==> src/hw/mem_eng_pkg.sv <==
/*
  Shared widths and field positions for the memory engine subsystem.
  Imported by the control block, both engines, the arbiter and the top level.
*/
package mem_eng_pkg;

  // Command vector from the core and status word back to it
  parameter int unsigned MMRegDinW  = 128;
  parameter int unsigned MMRegDoutW = 64;

  // Tagged memory word, the tag is the top bit
  parameter int unsigned WordW = 33;

  // Command field positions
  parameter int unsigned CMD_SCAN_START_BIT = 0;
  // Scan base, 24 bits, word aligned byte address
  parameter int unsigned CMD_SCAN_BASE_LSB  = 1;
  // Scan word count, 16 bits
  parameter int unsigned CMD_SCAN_COUNT_LSB = 25;
  // Revoked window, low bound included and high bound excluded
  parameter int unsigned CMD_RVK_LO_LSB     = 41;
  parameter int unsigned CMD_RVK_HI_LSB     = 65;
  // Stack base sits in the top 32 bits
  parameter int unsigned CMD_STK_BASE_LSB   = 96;

  // Status word bit positions
  parameter int unsigned STAT_SCAN_BUSY = 0;
  parameter int unsigned STAT_SCAN_ERR  = 1;
  parameter int unsigned STAT_STK_ERR   = 2;

endpackage
==> src/hw/mem_eng_top.sv <==
/*
  Memory engine subsystem: control block, stack zeroing, tag scan and the
  arbiter that shares one load/store port between the two engines.
*/
`timescale 1ns/1ns

module mem_eng_top import mem_eng_pkg::*; #(
  parameter int unsigned ScanCntW    = 16,
  parameter bit          IntrAbortEn = 1'b1
) (
  input  logic                  clk_i,
  input  logic                  rst_ni,

  input  logic [MMRegDinW-1:0]  mmreg_corein_i,
  output logic [MMRegDoutW-1:0] mmreg_coreout_o,

  input  logic                  ztop_wr_i,
  input  logic [31:0]           ztop_wdata_i,
  output logic [31:0]           ztop_rdata_o,
  input  logic                  unmasked_intr_i,
  output logic                  stkz_active_o,
  output logic                  stkz_abort_o,
  output logic [31:0]           stkz_ptr_o,

  output logic                  lsu_req_o,
  output logic                  lsu_we_o,
  output logic [31:0]           lsu_addr_o,
  output logic [WordW-1:0]      lsu_wdata_o,
  input  logic                  lsu_req_done_i,
  input  logic                  lsu_resp_valid_i,
  input  logic                  lsu_resp_err_i,
  input  logic [WordW-1:0]      lsu_resp_rdata_i
);

  logic                scan_start;
  logic [23:0]         scan_base;
  logic [ScanCntW-1:0] scan_count;
  logic [23:0]         rvk_lo;
  logic [23:0]         rvk_hi;
  logic [31:0]         stk_base;
  logic                scan_busy;
  logic                scan_err;
  logic                stkz_err;

  logic                stkz_req, stkz_we, stkz_req_done, stkz_resp_valid;
  logic [31:0]         stkz_addr;
  logic [WordW-1:0]    stkz_wdata;
  logic                scan_req, scan_we, scan_req_done, scan_resp_valid;
  logic [31:0]         scan_addr;
  logic [WordW-1:0]    scan_wdata;

  mem_eng_ctrl #(
    .ScanCntW (ScanCntW)
  ) u_ctrl (
    .clk_i           (clk_i),
    .rst_ni          (rst_ni),
    .mmreg_corein_i  (mmreg_corein_i),
    .scan_busy_i     (scan_busy),
    .scan_err_i      (scan_err),
    .stk_err_i       (stkz_err),
    .mmreg_coreout_o (mmreg_coreout_o),
    .scan_start_o    (scan_start),
    .scan_base_o     (scan_base),
    .scan_count_o    (scan_count),
    .rvk_lo_o        (rvk_lo),
    .rvk_hi_o        (rvk_hi),
    .stk_base_o      (stk_base)
  );

  stack_zero_engine #(
    .IntrAbortEn (IntrAbortEn)
  ) u_stkz (
    .clk_i           (clk_i),
    .rst_ni          (rst_ni),
    .ztop_wr_i       (ztop_wr_i),
    .ztop_wdata_i    (ztop_wdata_i),
    .stk_base_i      (stk_base),
    .unmasked_intr_i (unmasked_intr_i),
    .ztop_rdata_o    (ztop_rdata_o),
    .stkz_active_o   (stkz_active_o),
    .stkz_abort_o    (stkz_abort_o),
    .stkz_ptr_o      (stkz_ptr_o),
    .stkz_err_o      (stkz_err),
    .req_o           (stkz_req),
    .we_o            (stkz_we),
    .addr_o          (stkz_addr),
    .wdata_o         (stkz_wdata),
    .req_done_i      (stkz_req_done),
    .resp_valid_i    (stkz_resp_valid),
    .resp_err_i      (lsu_resp_err_i)
  );

  tag_scan_engine #(
    .ScanCntW (ScanCntW)
  ) u_scan (
    .clk_i        (clk_i),
    .rst_ni       (rst_ni),
    .start_i      (scan_start),
    .base_i       (scan_base),
    .count_i      (scan_count),
    .rvk_lo_i     (rvk_lo),
    .rvk_hi_i     (rvk_hi),
    .busy_o       (scan_busy),
    .err_o        (scan_err),
    .req_o        (scan_req),
    .we_o         (scan_we),
    .addr_o       (scan_addr),
    .wdata_o      (scan_wdata),
    .req_done_i   (scan_req_done),
    .resp_valid_i (scan_resp_valid),
    .resp_err_i   (lsu_resp_err_i),
    .rdata_i      (lsu_resp_rdata_i)
  );

  lsu_port_arbiter u_arb (
    .clk_i            (clk_i),
    .rst_ni           (rst_ni),
    .m0_req_i         (stkz_req),
    .m0_we_i          (stkz_we),
    .m0_addr_i        (stkz_addr),
    .m0_wdata_i       (stkz_wdata),
    .m0_req_done_o    (stkz_req_done),
    .m0_resp_valid_o  (stkz_resp_valid),
    .m1_req_i         (scan_req),
    .m1_we_i          (scan_we),
    .m1_addr_i        (scan_addr),
    .m1_wdata_i       (scan_wdata),
    .m1_req_done_o    (scan_req_done),
    .m1_resp_valid_o  (scan_resp_valid),
    .lsu_req_o        (lsu_req_o),
    .lsu_we_o         (lsu_we_o),
    .lsu_addr_o       (lsu_addr_o),
    .lsu_wdata_o      (lsu_wdata_o),
    .lsu_req_done_i   (lsu_req_done_i),
    .lsu_resp_valid_i (lsu_resp_valid_i)
  );

endmodule

==> src/hw/lsu_port_arbiter.sv <==
/*
  Two-master strict-priority arbiter for the shared load/store port.
  Master 0 wins ties; a pending decision is held until the port accepts it.
*/
`timescale 1ns/1ns

module lsu_port_arbiter import mem_eng_pkg::*; (
  input  logic             clk_i,
  input  logic             rst_ni,

  // Master 0, stack zeroing
  input  logic             m0_req_i,
  input  logic             m0_we_i,
  input  logic [31:0]      m0_addr_i,
  input  logic [WordW-1:0] m0_wdata_i,
  output logic             m0_req_done_o,
  output logic             m0_resp_valid_o,

  // Master 1, tag scan
  input  logic             m1_req_i,
  input  logic             m1_we_i,
  input  logic [31:0]      m1_addr_i,
  input  logic [WordW-1:0] m1_wdata_i,
  output logic             m1_req_done_o,
  output logic             m1_resp_valid_o,

  // Shared port
  output logic             lsu_req_o,
  output logic             lsu_we_o,
  output logic [31:0]      lsu_addr_o,
  output logic [WordW-1:0] lsu_wdata_o,
  input  logic             lsu_req_done_i,
  input  logic             lsu_resp_valid_i
);

  logic fresh_m1;
  logic sel_m1;
  logic sel_q;
  logic pend_q;
  logic pending;
  logic resp_sel_q;

  // Fresh decision, then the held one while a request waits
  assign fresh_m1 = m1_req_i & ~m0_req_i;
  assign sel_m1   = pend_q ? sel_q : fresh_m1;

  assign lsu_req_o = m0_req_i | m1_req_i;
  assign pending   = lsu_req_o & ~lsu_req_done_i;

  always_ff @(posedge clk_i or negedge rst_ni) begin
    if (!rst_ni) begin
      pend_q     <= 1'b0;
      sel_q      <= 1'b0;
      resp_sel_q <= 1'b0;
    end else begin
      pend_q <= pending;
      if (pending) begin
        sel_q <= sel_m1;
      end
      // Winner at acceptance owns the next response
      if (lsu_req_done_i) begin
        resp_sel_q <= sel_m1;
      end
    end
  end

  assign lsu_we_o    = sel_m1 ? m1_we_i    : m0_we_i;
  assign lsu_addr_o  = sel_m1 ? m1_addr_i  : m0_addr_i;
  assign lsu_wdata_o = sel_m1 ? m1_wdata_i : m0_wdata_i;

  assign m0_req_done_o   = lsu_req_done_i & m0_req_i & ~sel_m1;
  assign m1_req_done_o   = lsu_req_done_i & m1_req_i & sel_m1;
  assign m0_resp_valid_o = lsu_resp_valid_i & ~resp_sel_q;
  assign m1_resp_valid_o = lsu_resp_valid_i & resp_sel_q;

endmodule

==> src/hw/tag_scan_engine.sv <==
/*
  Tag-scan revocation engine. Reads each word of a range and writes back
  with the tag cleared any tagged word that points into the revoked window.
*/
`timescale 1ns/1ns

module tag_scan_engine import mem_eng_pkg::*; #(
  parameter int unsigned ScanCntW = 16
) (
  input  logic                clk_i,
  input  logic                rst_ni,

  // Scan setup, stable from the start pulse on
  input  logic                start_i,
  input  logic [23:0]         base_i,
  input  logic [ScanCntW-1:0] count_i,
  input  logic [23:0]         rvk_lo_i,
  input  logic [23:0]         rvk_hi_i,
  output logic                busy_o,
  output logic                err_o,

  // Request toward the arbiter
  output logic                req_o,
  output logic                we_o,
  output logic [31:0]         addr_o,
  output logic [WordW-1:0]    wdata_o,
  input  logic                req_done_i,
  input  logic                resp_valid_i,
  input  logic                resp_err_i,
  input  logic [WordW-1:0]    rdata_i
);

  typedef enum logic [2:0] {
    ScanIdle,
    ScanRead,
    ScanWaitRd,
    ScanWrite,
    ScanWaitWr
  } scan_state_e;

  scan_state_e         state_q;
  logic [23:0]         addr_q;
  logic [ScanCntW-1:0] cnt_q;
  logic [WordW-1:0]    wb_q;
  logic                err_q;
  logic                in_window;
  logic                revoke;
  logic                last_word;

  assign in_window = (rdata_i[23:0] >= rvk_lo_i) && (rdata_i[23:0] < rvk_hi_i);
  assign revoke    = rdata_i[WordW-1] & in_window;
  assign last_word = (cnt_q == ScanCntW'(1));

  always_ff @(posedge clk_i or negedge rst_ni) begin
    if (!rst_ni) begin
      state_q <= ScanIdle;
      addr_q  <= 24'h0;
      cnt_q   <= '0;
      err_q   <= 1'b0;
    end else begin
      case (state_q)
        ScanIdle: begin
          if (start_i) begin
            addr_q <= base_i;
            cnt_q  <= count_i;
            err_q  <= 1'b0;
            if (count_i != '0) begin
              state_q <= ScanRead;
            end
          end
        end
        ScanRead: begin
          if (req_done_i) begin
            state_q <= ScanWaitRd;
          end
        end
        ScanWaitRd: begin
          if (resp_valid_i) begin
            if (!resp_err_i && revoke) begin
              state_q <= ScanWrite;
            end else begin
              // Clean word or read error, move on
              err_q   <= err_q | resp_err_i;
              addr_q  <= addr_q + 24'd4;
              cnt_q   <= cnt_q - 1'b1;
              state_q <= last_word ? ScanIdle : ScanRead;
            end
          end
        end
        ScanWrite: begin
          if (req_done_i) begin
            state_q <= ScanWaitWr;
          end
        end
        ScanWaitWr: begin
          if (resp_valid_i) begin
            err_q   <= err_q | resp_err_i;
            addr_q  <= addr_q + 24'd4;
            cnt_q   <= cnt_q - 1'b1;
            state_q <= last_word ? ScanIdle : ScanRead;
          end
        end
        default: state_q <= ScanIdle;
      endcase
    end
  end

  // Write-back word keeps the low 32 bits and drops the tag
  always_ff @(posedge clk_i) begin
    if (state_q == ScanWaitRd && resp_valid_i) begin
      wb_q <= {1'b0, rdata_i[WordW-2:0]};
    end
  end

  assign req_o   = (state_q == ScanRead) || (state_q == ScanWrite);
  assign we_o    = (state_q == ScanWrite);
  assign addr_o  = {8'h00, addr_q};
  assign wdata_o = wb_q;
  assign busy_o  = (state_q != ScanIdle);
  assign err_o   = err_q;

endmodule

==> src/hw/stack_zero_engine.sv <==
/*
  Stack zeroing engine. A stack-top write above the base starts clearing
  words downward, one write at a time, until the pointer reaches the base.
*/
`timescale 1ns/1ns

module stack_zero_engine import mem_eng_pkg::*; #(
  parameter bit IntrAbortEn = 1'b1
) (
  input  logic             clk_i,
  input  logic             rst_ni,

  // Stack-top register access
  input  logic             ztop_wr_i,
  input  logic [31:0]      ztop_wdata_i,
  input  logic [31:0]      stk_base_i,
  input  logic             unmasked_intr_i,
  output logic [31:0]      ztop_rdata_o,

  output logic             stkz_active_o,
  output logic             stkz_abort_o,
  output logic [31:0]      stkz_ptr_o,
  output logic             stkz_err_o,

  // Request toward the arbiter
  output logic             req_o,
  output logic             we_o,
  output logic [31:0]      addr_o,
  output logic [WordW-1:0] wdata_o,
  input  logic             req_done_i,
  input  logic             resp_valid_i,
  input  logic             resp_err_i
);

  logic [31:0] ptr_q;
  logic [31:0] ptr_dec;
  logic        active_q;
  logic        wait_q;
  logic        abort_q;
  logic        abort_pend_q;
  logic        err_q;
  logic        abort_req;
  logic        last_word;

  assign ptr_dec   = ptr_q - 32'd4;
  assign last_word = (ptr_dec <= stk_base_i);
  assign abort_req = IntrAbortEn & unmasked_intr_i;

  always_ff @(posedge clk_i or negedge rst_ni) begin
    if (!rst_ni) begin
      ptr_q        <= 32'h0;
      active_q     <= 1'b0;
      wait_q       <= 1'b0;
      abort_q      <= 1'b0;
      abort_pend_q <= 1'b0;
      err_q        <= 1'b0;
    end else begin
      abort_q <= 1'b0;
      if (!active_q) begin
        // A new stack top is taken only when the engine is idle
        if (ztop_wr_i) begin
          ptr_q <= ztop_wdata_i;
          if (ztop_wdata_i > stk_base_i) begin
            active_q <= 1'b1;
            err_q    <= 1'b0;
          end
        end
      end else begin
        // Interrupt is held until the word in flight completes
        if (abort_req) begin
          abort_pend_q <= 1'b1;
        end
        if (req_done_i) begin
          wait_q <= 1'b1;
        end
        if (resp_valid_i) begin
          wait_q <= 1'b0;
          ptr_q  <= ptr_dec;
          if (resp_err_i) begin
            err_q <= 1'b1;
          end
          if (last_word) begin
            active_q     <= 1'b0;
            abort_pend_q <= 1'b0;
          end else if (abort_pend_q || abort_req) begin
            active_q     <= 1'b0;
            abort_q      <= 1'b1;
            abort_pend_q <= 1'b0;
          end
        end
      end
    end
  end

  // One zero write outstanding at a time, address below the pointer
  assign req_o   = active_q & ~wait_q;
  assign we_o    = 1'b1;
  assign addr_o  = ptr_dec;
  assign wdata_o = '0;

  assign ztop_rdata_o  = ptr_q;
  assign stkz_ptr_o    = ptr_q;
  assign stkz_active_o = active_q;
  assign stkz_abort_o  = abort_q;
  assign stkz_err_o    = err_q;

endmodule

==> src/hw/mem_eng_ctrl.sv <==
/*
  Command decode and status packing for the memory engines.
  Turns the scan start bit into a start pulse and latches the scan setup.
*/
`timescale 1ns/1ns

module mem_eng_ctrl import mem_eng_pkg::*; #(
  parameter int unsigned ScanCntW = 16
) (
  input  logic                  clk_i,
  input  logic                  rst_ni,

  input  logic [MMRegDinW-1:0]  mmreg_corein_i,
  input  logic                  scan_busy_i,
  input  logic                  scan_err_i,
  input  logic                  stk_err_i,
  output logic [MMRegDoutW-1:0] mmreg_coreout_o,

  output logic                  scan_start_o,
  output logic [23:0]           scan_base_o,
  output logic [ScanCntW-1:0]   scan_count_o,
  output logic [23:0]           rvk_lo_o,
  output logic [23:0]           rvk_hi_o,
  output logic [31:0]           stk_base_o
);

  logic                  start_bit_q;
  logic                  start_rise;
  logic                  start_take;
  logic [MMRegDoutW-1:0] stat_d;

  assign start_rise = mmreg_corein_i[CMD_SCAN_START_BIT] & ~start_bit_q;

  // Drop a start while a scan runs
  assign start_take = start_rise & ~scan_busy_i;

  always_comb begin
    stat_d                 = '0;
    stat_d[STAT_SCAN_BUSY] = scan_busy_i;
    stat_d[STAT_SCAN_ERR]  = scan_err_i;
    stat_d[STAT_STK_ERR]   = stk_err_i;
  end

  always_ff @(posedge clk_i or negedge rst_ni) begin
    if (!rst_ni) begin
      start_bit_q     <= 1'b0;
      scan_start_o    <= 1'b0;
      mmreg_coreout_o <= '0;
    end else begin
      start_bit_q     <= mmreg_corein_i[CMD_SCAN_START_BIT];
      scan_start_o    <= start_take;
      mmreg_coreout_o <= stat_d;
    end
  end

  // Scan setup is captured with the start so the engine sees a stable window
  always_ff @(posedge clk_i) begin
    if (start_take) begin
      scan_base_o  <= mmreg_corein_i[CMD_SCAN_BASE_LSB +: 24];
      scan_count_o <= mmreg_corein_i[CMD_SCAN_COUNT_LSB +: ScanCntW];
      rvk_lo_o     <= mmreg_corein_i[CMD_RVK_LO_LSB +: 24];
      rvk_hi_o     <= mmreg_corein_i[CMD_RVK_HI_LSB +: 24];
    end
  end

  // Stack base follows the command vector
  always_ff @(posedge clk_i) begin
    stk_base_o <= mmreg_corein_i[CMD_STK_BASE_LSB +: 32];
  end

endmodule

==> config.mk <==
export PLATFORM = sky130hd
export DESIGN_NAME = mem_eng_top
export DESIGN_NICKNAME = d
export VERILOG_FILES = /design/src/hw/mem_eng_pkg.sv /design/src/hw/mem_eng_top.sv /design/src/hw/lsu_port_arbiter.sv /design/src/hw/tag_scan_engine.sv /design/src/hw/stack_zero_engine.sv /design/src/hw/mem_eng_ctrl.sv
export SDC_FILE = /design/constraint.sdc
export NUM_CORES = 1
export LEC_CHECK = 0
export ABC_AREA = 1
export BUFFER_PORTS_ARGS = -buffer_cell sky130_fd_sc_hd__buf_2
export CAP_MARGIN = 40
export CORE_AREA = 3 3 230 142
export DETAILED_ROUTE_END_ITERATION = 8
export DIE_AREA = 0 0 233 145
export GPL_TIMING_DRIVEN = 1
export PLACE_DENSITY = 0.87
export REMOVE_ABC_BUFFERS = 1
export SLEW_MARGIN = 0
export SYNTH_ARGS = -nofsm -noshare
export SYNTH_HDL_FRONTEND = slang
export SYNTH_HIERARCHICAL = 1
export SYNTH_SLANG_ARGS = --single-unit
==> constraint.sdc <==
create_clock -name clk_i -period 3.3 [get_ports clk_i]
set_clock_uncertainty 0.1 [all_clocks]
set_input_delay 0.66 -clock clk_i [delete_from_list [all_inputs] [get_ports clk_i]]
set_output_delay 0.66 -clock clk_i [all_outputs]
set_load 0.05 [all_outputs]
==> results of run 1 <==
-- power by group through the flow --
| stage | combinational [mW] | sequential, mW | clock, mW |
|---|---|---|---|
| 2_1_floorplan | 2.88 | 5.19 | 0 |
| 3_3_place_gp | 5.80 | 3.86 | 0 |
| 3_5_place_dp | 5.90 | 3.89 | 0 |
| 4_1_cts | 5.97 | 3.83 | 2.82 |
| 5_1_grt | 6.63 | 3.90 | 2.93 |
| 6_report | 6.21 | 3.87 | 2.75 |
-- synthesized netlist by cell type, types with 7 or more instances --
| cell | count |
|---|---|
| a21oi_1 | 58 |
| buf_2 | 20 |
| buf_4 | 147 |
| clkbuf_1 | 17 |
| dfrtp_1 | 89 |
| dfxtp_1 | 32 |
| edfxtp_1 | 120 |
| ha_1 | 115 |
| inv_1 | 164 |
| inv_2 | 10 |
| nand2_1 | 529 |
| nand2_2 | 7 |
| nand3_1 | 133 |
| nand4_1 | 18 |
| nor2_1 | 143 |
| nor2_2 | 9 |
| nor2_4 | 8 |
| nor3_1 | 12 |
| o21ai_0 | 68 |
| o21ai_1 | 15 |
| o22ai_1 | 10 |
| xnor2_1 | 14 |
| xor2_1 | 24 |
-- worst max-delay path: cells and delay by family (launching register included) --
family / cells / cell delay, ns
and+or+nand+nor: 4 / 0.61
buffers and inverters: 3 / 0.51
DFF: 1 / 0.47
xor gates and xnor gates: 1 / 0.28
-- per-layer routing --
layer | global-route usage | vias up | share of wire
li1 | - | 6298 | -
met1 | 0.320 | 6133 | 0.40
met2 | 0.410 | 564 | 0.48
met3 | 0.0551 | 90 | 0.082
met4 | 0.0790 | 6 | 0.030
met5 | 0 | - | 0.00064
-- final cells by class --
cell class	instances	area, um^2
clock buffers	36	717
multi-input cells	1317	7070
diodes	7	17.5
flip-flops and latches	241	6480
well taps	416	520
clock inverters	10	67.6
inverters	174	653
repair buffers	358	2020
fillers	2717	13300
-- repair_timing --
| action | in CTS | in global routing |
|---|---|---|
| setup endpoints to repair | 10 | 23 |
| gates resized for setup | 9 | 50 |
| endpoints found under the hold margin | 20 | 0 |
| pin swaps | 1 | 6 |
| buffers inserted | 0 | 7 |
| hold buffers | 1 | 0 |
-- how the worst max path moves through the flow --
stage	from	to	slack (ns)	cells after the start
final	u_stkz/stkz_ptr_o[4]	lsu_addr_o[7]	0.12	8
after global routing	u_stkz/stkz_ptr_o[8]	lsu_addr_o[27]	-0.03	10
after CTS	u_stkz/stkz_ptr_o[2]	lsu_addr_o[8]	-0.02	9
after detailed placement	u_stkz/stkz_ptr_o[2]	u_stkz/stkz_abort_o	0.32	18
after global placement	u_stkz/stkz_ptr_o[2]	u_stkz/stkz_abort_o	0.33	18
after floorplan	u_stkz/stkz_active_o	lsu_addr_o[0]	-1.04	7
-- state kept, by name, summed over array words and instances (netlist names), 24 cells and up --
| name | cells |
|---|---|
| u_ctrl/rvk_lo_o | 24 |
| u_ctrl/rvk_hi_o | 24 |
| u_ctrl/stk_base_o | 32 |
| u_scan/addr_q | 24 |
| u_scan/wdata_o | 32 |
| u_stkz/stkz_ptr_o | 32 |
| u_ctrl/scan_base_o | 24 |
-- logic make-up after synthesis --
logic type,Yosys count,share of synthesized area
fa+ha+maj,115,0.0960
mux,1,0.000751
buf+inv,364,0.131
compound gates,174,0.0634
xor+xnor,42,0.0265
other cells,4,0.00100
simple gates,881,0.249
flops,241,0.432
-- per-stage QoR --
stage               std cells   util  TNS, ns  total power, mW  worst slack [ns]
floorplan                1732      -  -101.73             8.08             -1.04
global placement         2497  0.533        0             9.66             0.327
detailed placement       2498  0.534        0             9.79             0.318
CTS                      2545  0.561  -0.0212             12.6           -0.0212
global route             2559  0.569   -0.112             13.5           -0.0309
finish                   2559  0.569        0             12.8             0.117
==> impl_metrics.yaml, run 1 <==
routing:
  wl_per_cell_um: 17.1
  drc_errors: 0
  first_iter_violations: 1005
  via_count: 13100
  routed_via_density: 5.12
  dr.pass1.iters: 5
  wirelength_um: 43800
  antenna_left: 0
worst_setup_path:
  cp-end-kind: "primary output"
  max_stage_delay_ns: 0.47
  rr_endpoint: "u_stkz/stkz_abort_o"
  crit_slowest_cell: "dfrtp_2"
  r2r-start: "u_stkz/stkz_ptr_o[7]"
  r2r_slack_ns: 0.34
  start_kind: "flop"
  path_max_fanout: 5
  arrival_ns: 2.42
  critPathRequiredTime_ns: 2.54
  path_cells: "inv_2 > nand3_4 > nor2_4 > buf_4 > xor2_1 > nand3_1 > nand2_1 > buf_2"
  r2r_cells: 17
  critical_path_class: "reg -> out"
worst_hold_path:
  hold_path_class: "in -> reg"
  holdPathEnd: "u_ctrl/stk_base_o[21]"
  min_from: "mmreg_corein_i[117]"
  min_path_cells: 1
cells_and_area:
  stdcell_area_um2: 17500
  nets: 2432
  final_cell_mix: "526 x nand2_1, 310 x buf_2, 163 x inv_1, 136 x nor2_1, 132 x nand3_1"
  final_layout_size_suffix_gt1_frac: 0.223
  layout_commonest_cell: "nand2_1"
  area_delta_synth_final_pct: 17.1
synth:
  synth_area_leaders: "edfxtp_1 24%, dfrtp_1 15%, nand2_1 13%"
  synth-main-ff-cell: "edfxtp_1"
  synth_edf_count: 120
  synthCells: 1822
  ys_types: 52
  ys_ff_latch: 241
  yosys_warnings: 6
  synth.top_cell.area_share: 0.240
  syn_area_um2: 15000
  avgSynthCellArea_um2: 8.23
  async_reset_ff_frac: 0.369
  yosysSeqAreaShare: 0.432
  yosys.area.top_type: "edfxtp_1"
clocking:
  numCtsBuffers: 25
  cts.sinks: 241
  cts_tree: "yes"
  clock-root-buffer: "clkbuf_16"
  cts_buffer_depth: 3
  htree_levels: 1
  clk_latency_ns: 0.55
  path_clk_slew_ns: 0.06
floorplanning:
  die_w_um: 233
  io_pins: 397
  dieHeight_um: 145
  core_area_um2: 30800
  start_util: 0.486
  fp-row-count: 50
  dieArea_um2: 33800
power:
  power.density_nw_per_um2: 731
  comb_power_share: 0.484
  p_int_mw: 6.54
  p_switching_mw: 6.29
  peakVddDrop_v: 0.000431
  p_sw_frac: 0.490
  power_frac_seq: 0.302
  cellLeakagePower_nw: 8.88
  clkPwrFrac: 0.214
global_route:
  grt_max_degree: 70
  antenna_found_initial: 10
  grt.overflow.total: 0
  grt_usage: 0.247
  grt_pass1_wl_um: 66300
  grt_pass1_vias: 12400
sta:
  finalMaxSlewViolations: 0
  setup_viol: 0
  holdWs_ns: 0.104
  hold_viol: 0
  layout_min_cycle_time_ns: 3.18
  fin_crit_sh: 0.964
  tightest_slew_ns: 0.727
  slew_headroom: 0.515
  fmax_mhz: 314
job:
  drv_cap: 0
place:
  hpwl_um: 33100
  gp_congestion: 0.951
  dpl_cell_area_um2: 16500
  numPortBuffers: 327
outcome:
  status: "complete, no violations"
(Power assumes the default switching activity.)
==> inputs of run 2 (changes only) <==
Clock period 3.3 ns to 2.7 ns, I/O delays scaled along.
==> impl_metrics.yaml, run 2 (synthesis results as in run 1) <==
floorplanning:
  start_util: 0.486
  die_w_um: 233
  dieArea_um2: 33800
  core_area_um2: 30800
  dieHeight_um: 145
  io_pins: 397
  fp-row-count: 50
cells_and_area:
  nets: 2569
  stdcell_area_um2: 19700
  final_cell_mix: "489 x nand2_1, 260 x buf_2, 160 x inv_1, 140 x buf_4, 122 x nor2_1"
  area_delta_synth_final_pct: 31.2
  final_cells: 2696
  fillers: 2468
  final_layout_size_suffix_gt1_frac: 0.295
  layout_commonest_cell: "nand2_1"
place:
  numPortBuffers: 327
  dpl_cell_area_um2: 17000
  gp_congestion: 0.947
  place_inst: 2559
  hpwl_um: 34200
sta:
  holdWs_ns: 0.0165
  fin_crit_sh: 1.16
  rsz0062_at_grt: "true"
  slew_headroom: 0.498
  layout_min_cycle_time_ns: 3.12
  fmax_mhz: 320
  finalMaxSlewViolations: 0
  hold_viol: 0
  setup_viol: 28
  tightest_slew_ns: 0.752
  fin_ws_ns: -0.423
clocking:
  htree_levels: 1
  clk_latency_ns: 0.56
  cts.sinks: 241
  clock-root-buffer: "clkbuf_16"
  cts_tree: "yes"
  numCtsBuffers: 25
  cts_buffer_depth: 3
  path_clk_slew_ns: 0.06
routing:
  wirelength_um: 48400
  first_iter_violations: 1127
  drc_errors: 0
  via_count: 14000
  dr.pass1.iters: 7
  routed_via_density: 5.21
  antenna_left: 0
  wl_per_cell_um: 17.9
worst_hold_path:
  hold_path_class: "in -> reg"
global_route:
  grt_use_met1: 0.345
  antenna_found_initial: 11
  grt_usage: 0.269
  grt_pass1_vias: 13500
  grt.overflow.total: 0
  use_met2: 0.458
  busiest_layer: "met2"
  met3_usage: 0.0510
  grt_pass1_wl_um: 72000
  grt_max_degree: 73
worst_setup_path:
  path_buf_inv: 3
  path_cells: "nor2_2 > buf_4 > nand2_1 > nor2_1 > nand3_1 > xor2_1 > inv_1 > nand3_1 > nand2_1 > buf_4"
  critPathTopFamily: "simple AND/OR/NAND/NOR gates"
  path_max_fanout: 3
  cp-end-kind: "primary output"
  critPathRequiredTime_ns: 2.06
  arrival_ns: 2.48
  start_kind: "flop"
  critical_path_class: "reg -> out"
  max_stage_delay_ns: 0.43
  crit_slowest_cell: "dfrtp_1"
outcome:
  status: "finished with violations"
  violations: "negative setup slack"
power:
  power.total_mw: 18.0
  p_switching_mw: 8.56
  p_int_mw: 9.45
  power_frac_seq: 0.256
  cellLeakagePower_nw: 9.80
  peakVddDrop_v: 0.000521
  power.density_nw_per_um2: 916
  comb_power_share: 0.558
  p_sw_frac: 0.475
  clkPwrFrac: 0.186
job:
  drv_cap: 0
-- run 2: changes by cell type in the layout (fill, tap and decap cells not counted), moves of 29 or more --
| cell | change |
|---|---|
| buf_2 | -50 |
| buf_4 | +107 |
| buf_6 | +29 |
| dlygate4sd3_1 | +31 |
| nand2_1 | -37 |
| nand2_2 | +29 |
-- run 2: layout make-up --
cell class | instances | area [um^2] | area share
Clock buffer | 32 | 652 | 0.0331
Timing Repair Buffer | 495 | 3580 | 0.182
Tap cell | 416 | 520 | 0.0265
Sequential cell | 241 | 6480 | 0.330
Inverter | 174 | 653 | 0.0332
Multi-Input combinational cell | 1317 | 7650 | 0.389
Antenna cell | 8 | 20.0 | 0.00102
Clock inverter | 13 | 108 | 0.00547
-- run 2: power by group through the flow --
stage          registers, mW  clock network, mW  logic (mW)
6_report                4.61               3.34        10.1
5_1_grt                 4.64               3.56        10.6
4_1_cts                 4.52               3.40        9.16
3_5_place_dp            4.57                  0        8.03
3_3_place_gp            4.55                  0        7.91
2_1_floorplan           6.35                  0        3.52
-- run 2: worst register-to-register path, delay by kind of cell, from the launching register on --
kind | cells | cell delay [ns]
buffers and inverters | 5 | 0.65
DFF | 1 | 0.39
and+or+nand+nor | 12 | 1.10
xor gates and xnor gates | 1 | 0.16
adders and majority gates | 2 | 0.46
-- run 2: repair_timing --
item	in CTS	in global routing
hold buffers	31	1
hold endpoints to repair	50	1
gates cloned	2	1
buffers inserted	30	26
endpoints found under the setup margin	67	67
pin swaps	55	47
resized for setup	191	104
-- run 2: routing by layer --
metal / up-vias / wire (um)
li1: 6557 / -
met1: 6561 / 19000
met2: 769 / 23400
met3: 143 / 4200
met4: 6 / 1770
met5: - / 28
-- run 2: final timing paths --
path                                             end  slack, ns  depth (start not counted)                  from
max                                   lsu_addr_o[20]      -0.42                         10  u_stkz/stkz_ptr_o[5]
min                             u_ctrl/stk_base_o[5]       0.02                          1   mmreg_corein_i[101]
max reg2reg                      u_stkz/stkz_abort_o      -0.20                         20  u_stkz/stkz_ptr_o[3]
min reg2reg                u_ctrl/mmreg_coreout_o[2]       0.32                          0     u_stkz/stkz_err_o
max in group asynchronous      u_stkz/stkz_ptr_o[13]       1.40                          3                rst_ni
min in group asynchronous          u_scan/addr_q[21]       0.33                          2                rst_ni
-- run 2: per-stage QoR --
step                setup TNS (ns)  utilization  setup WS, ns
floorplan                  -218.31            -         -1.52
global placement                 0        0.550        0.0235
detailed placement          -0.124        0.550       -0.0737
CTS                          -5.33        0.616        -0.277
global route                 -9.13        0.638        -0.529
finish                       -6.71        0.638        -0.423
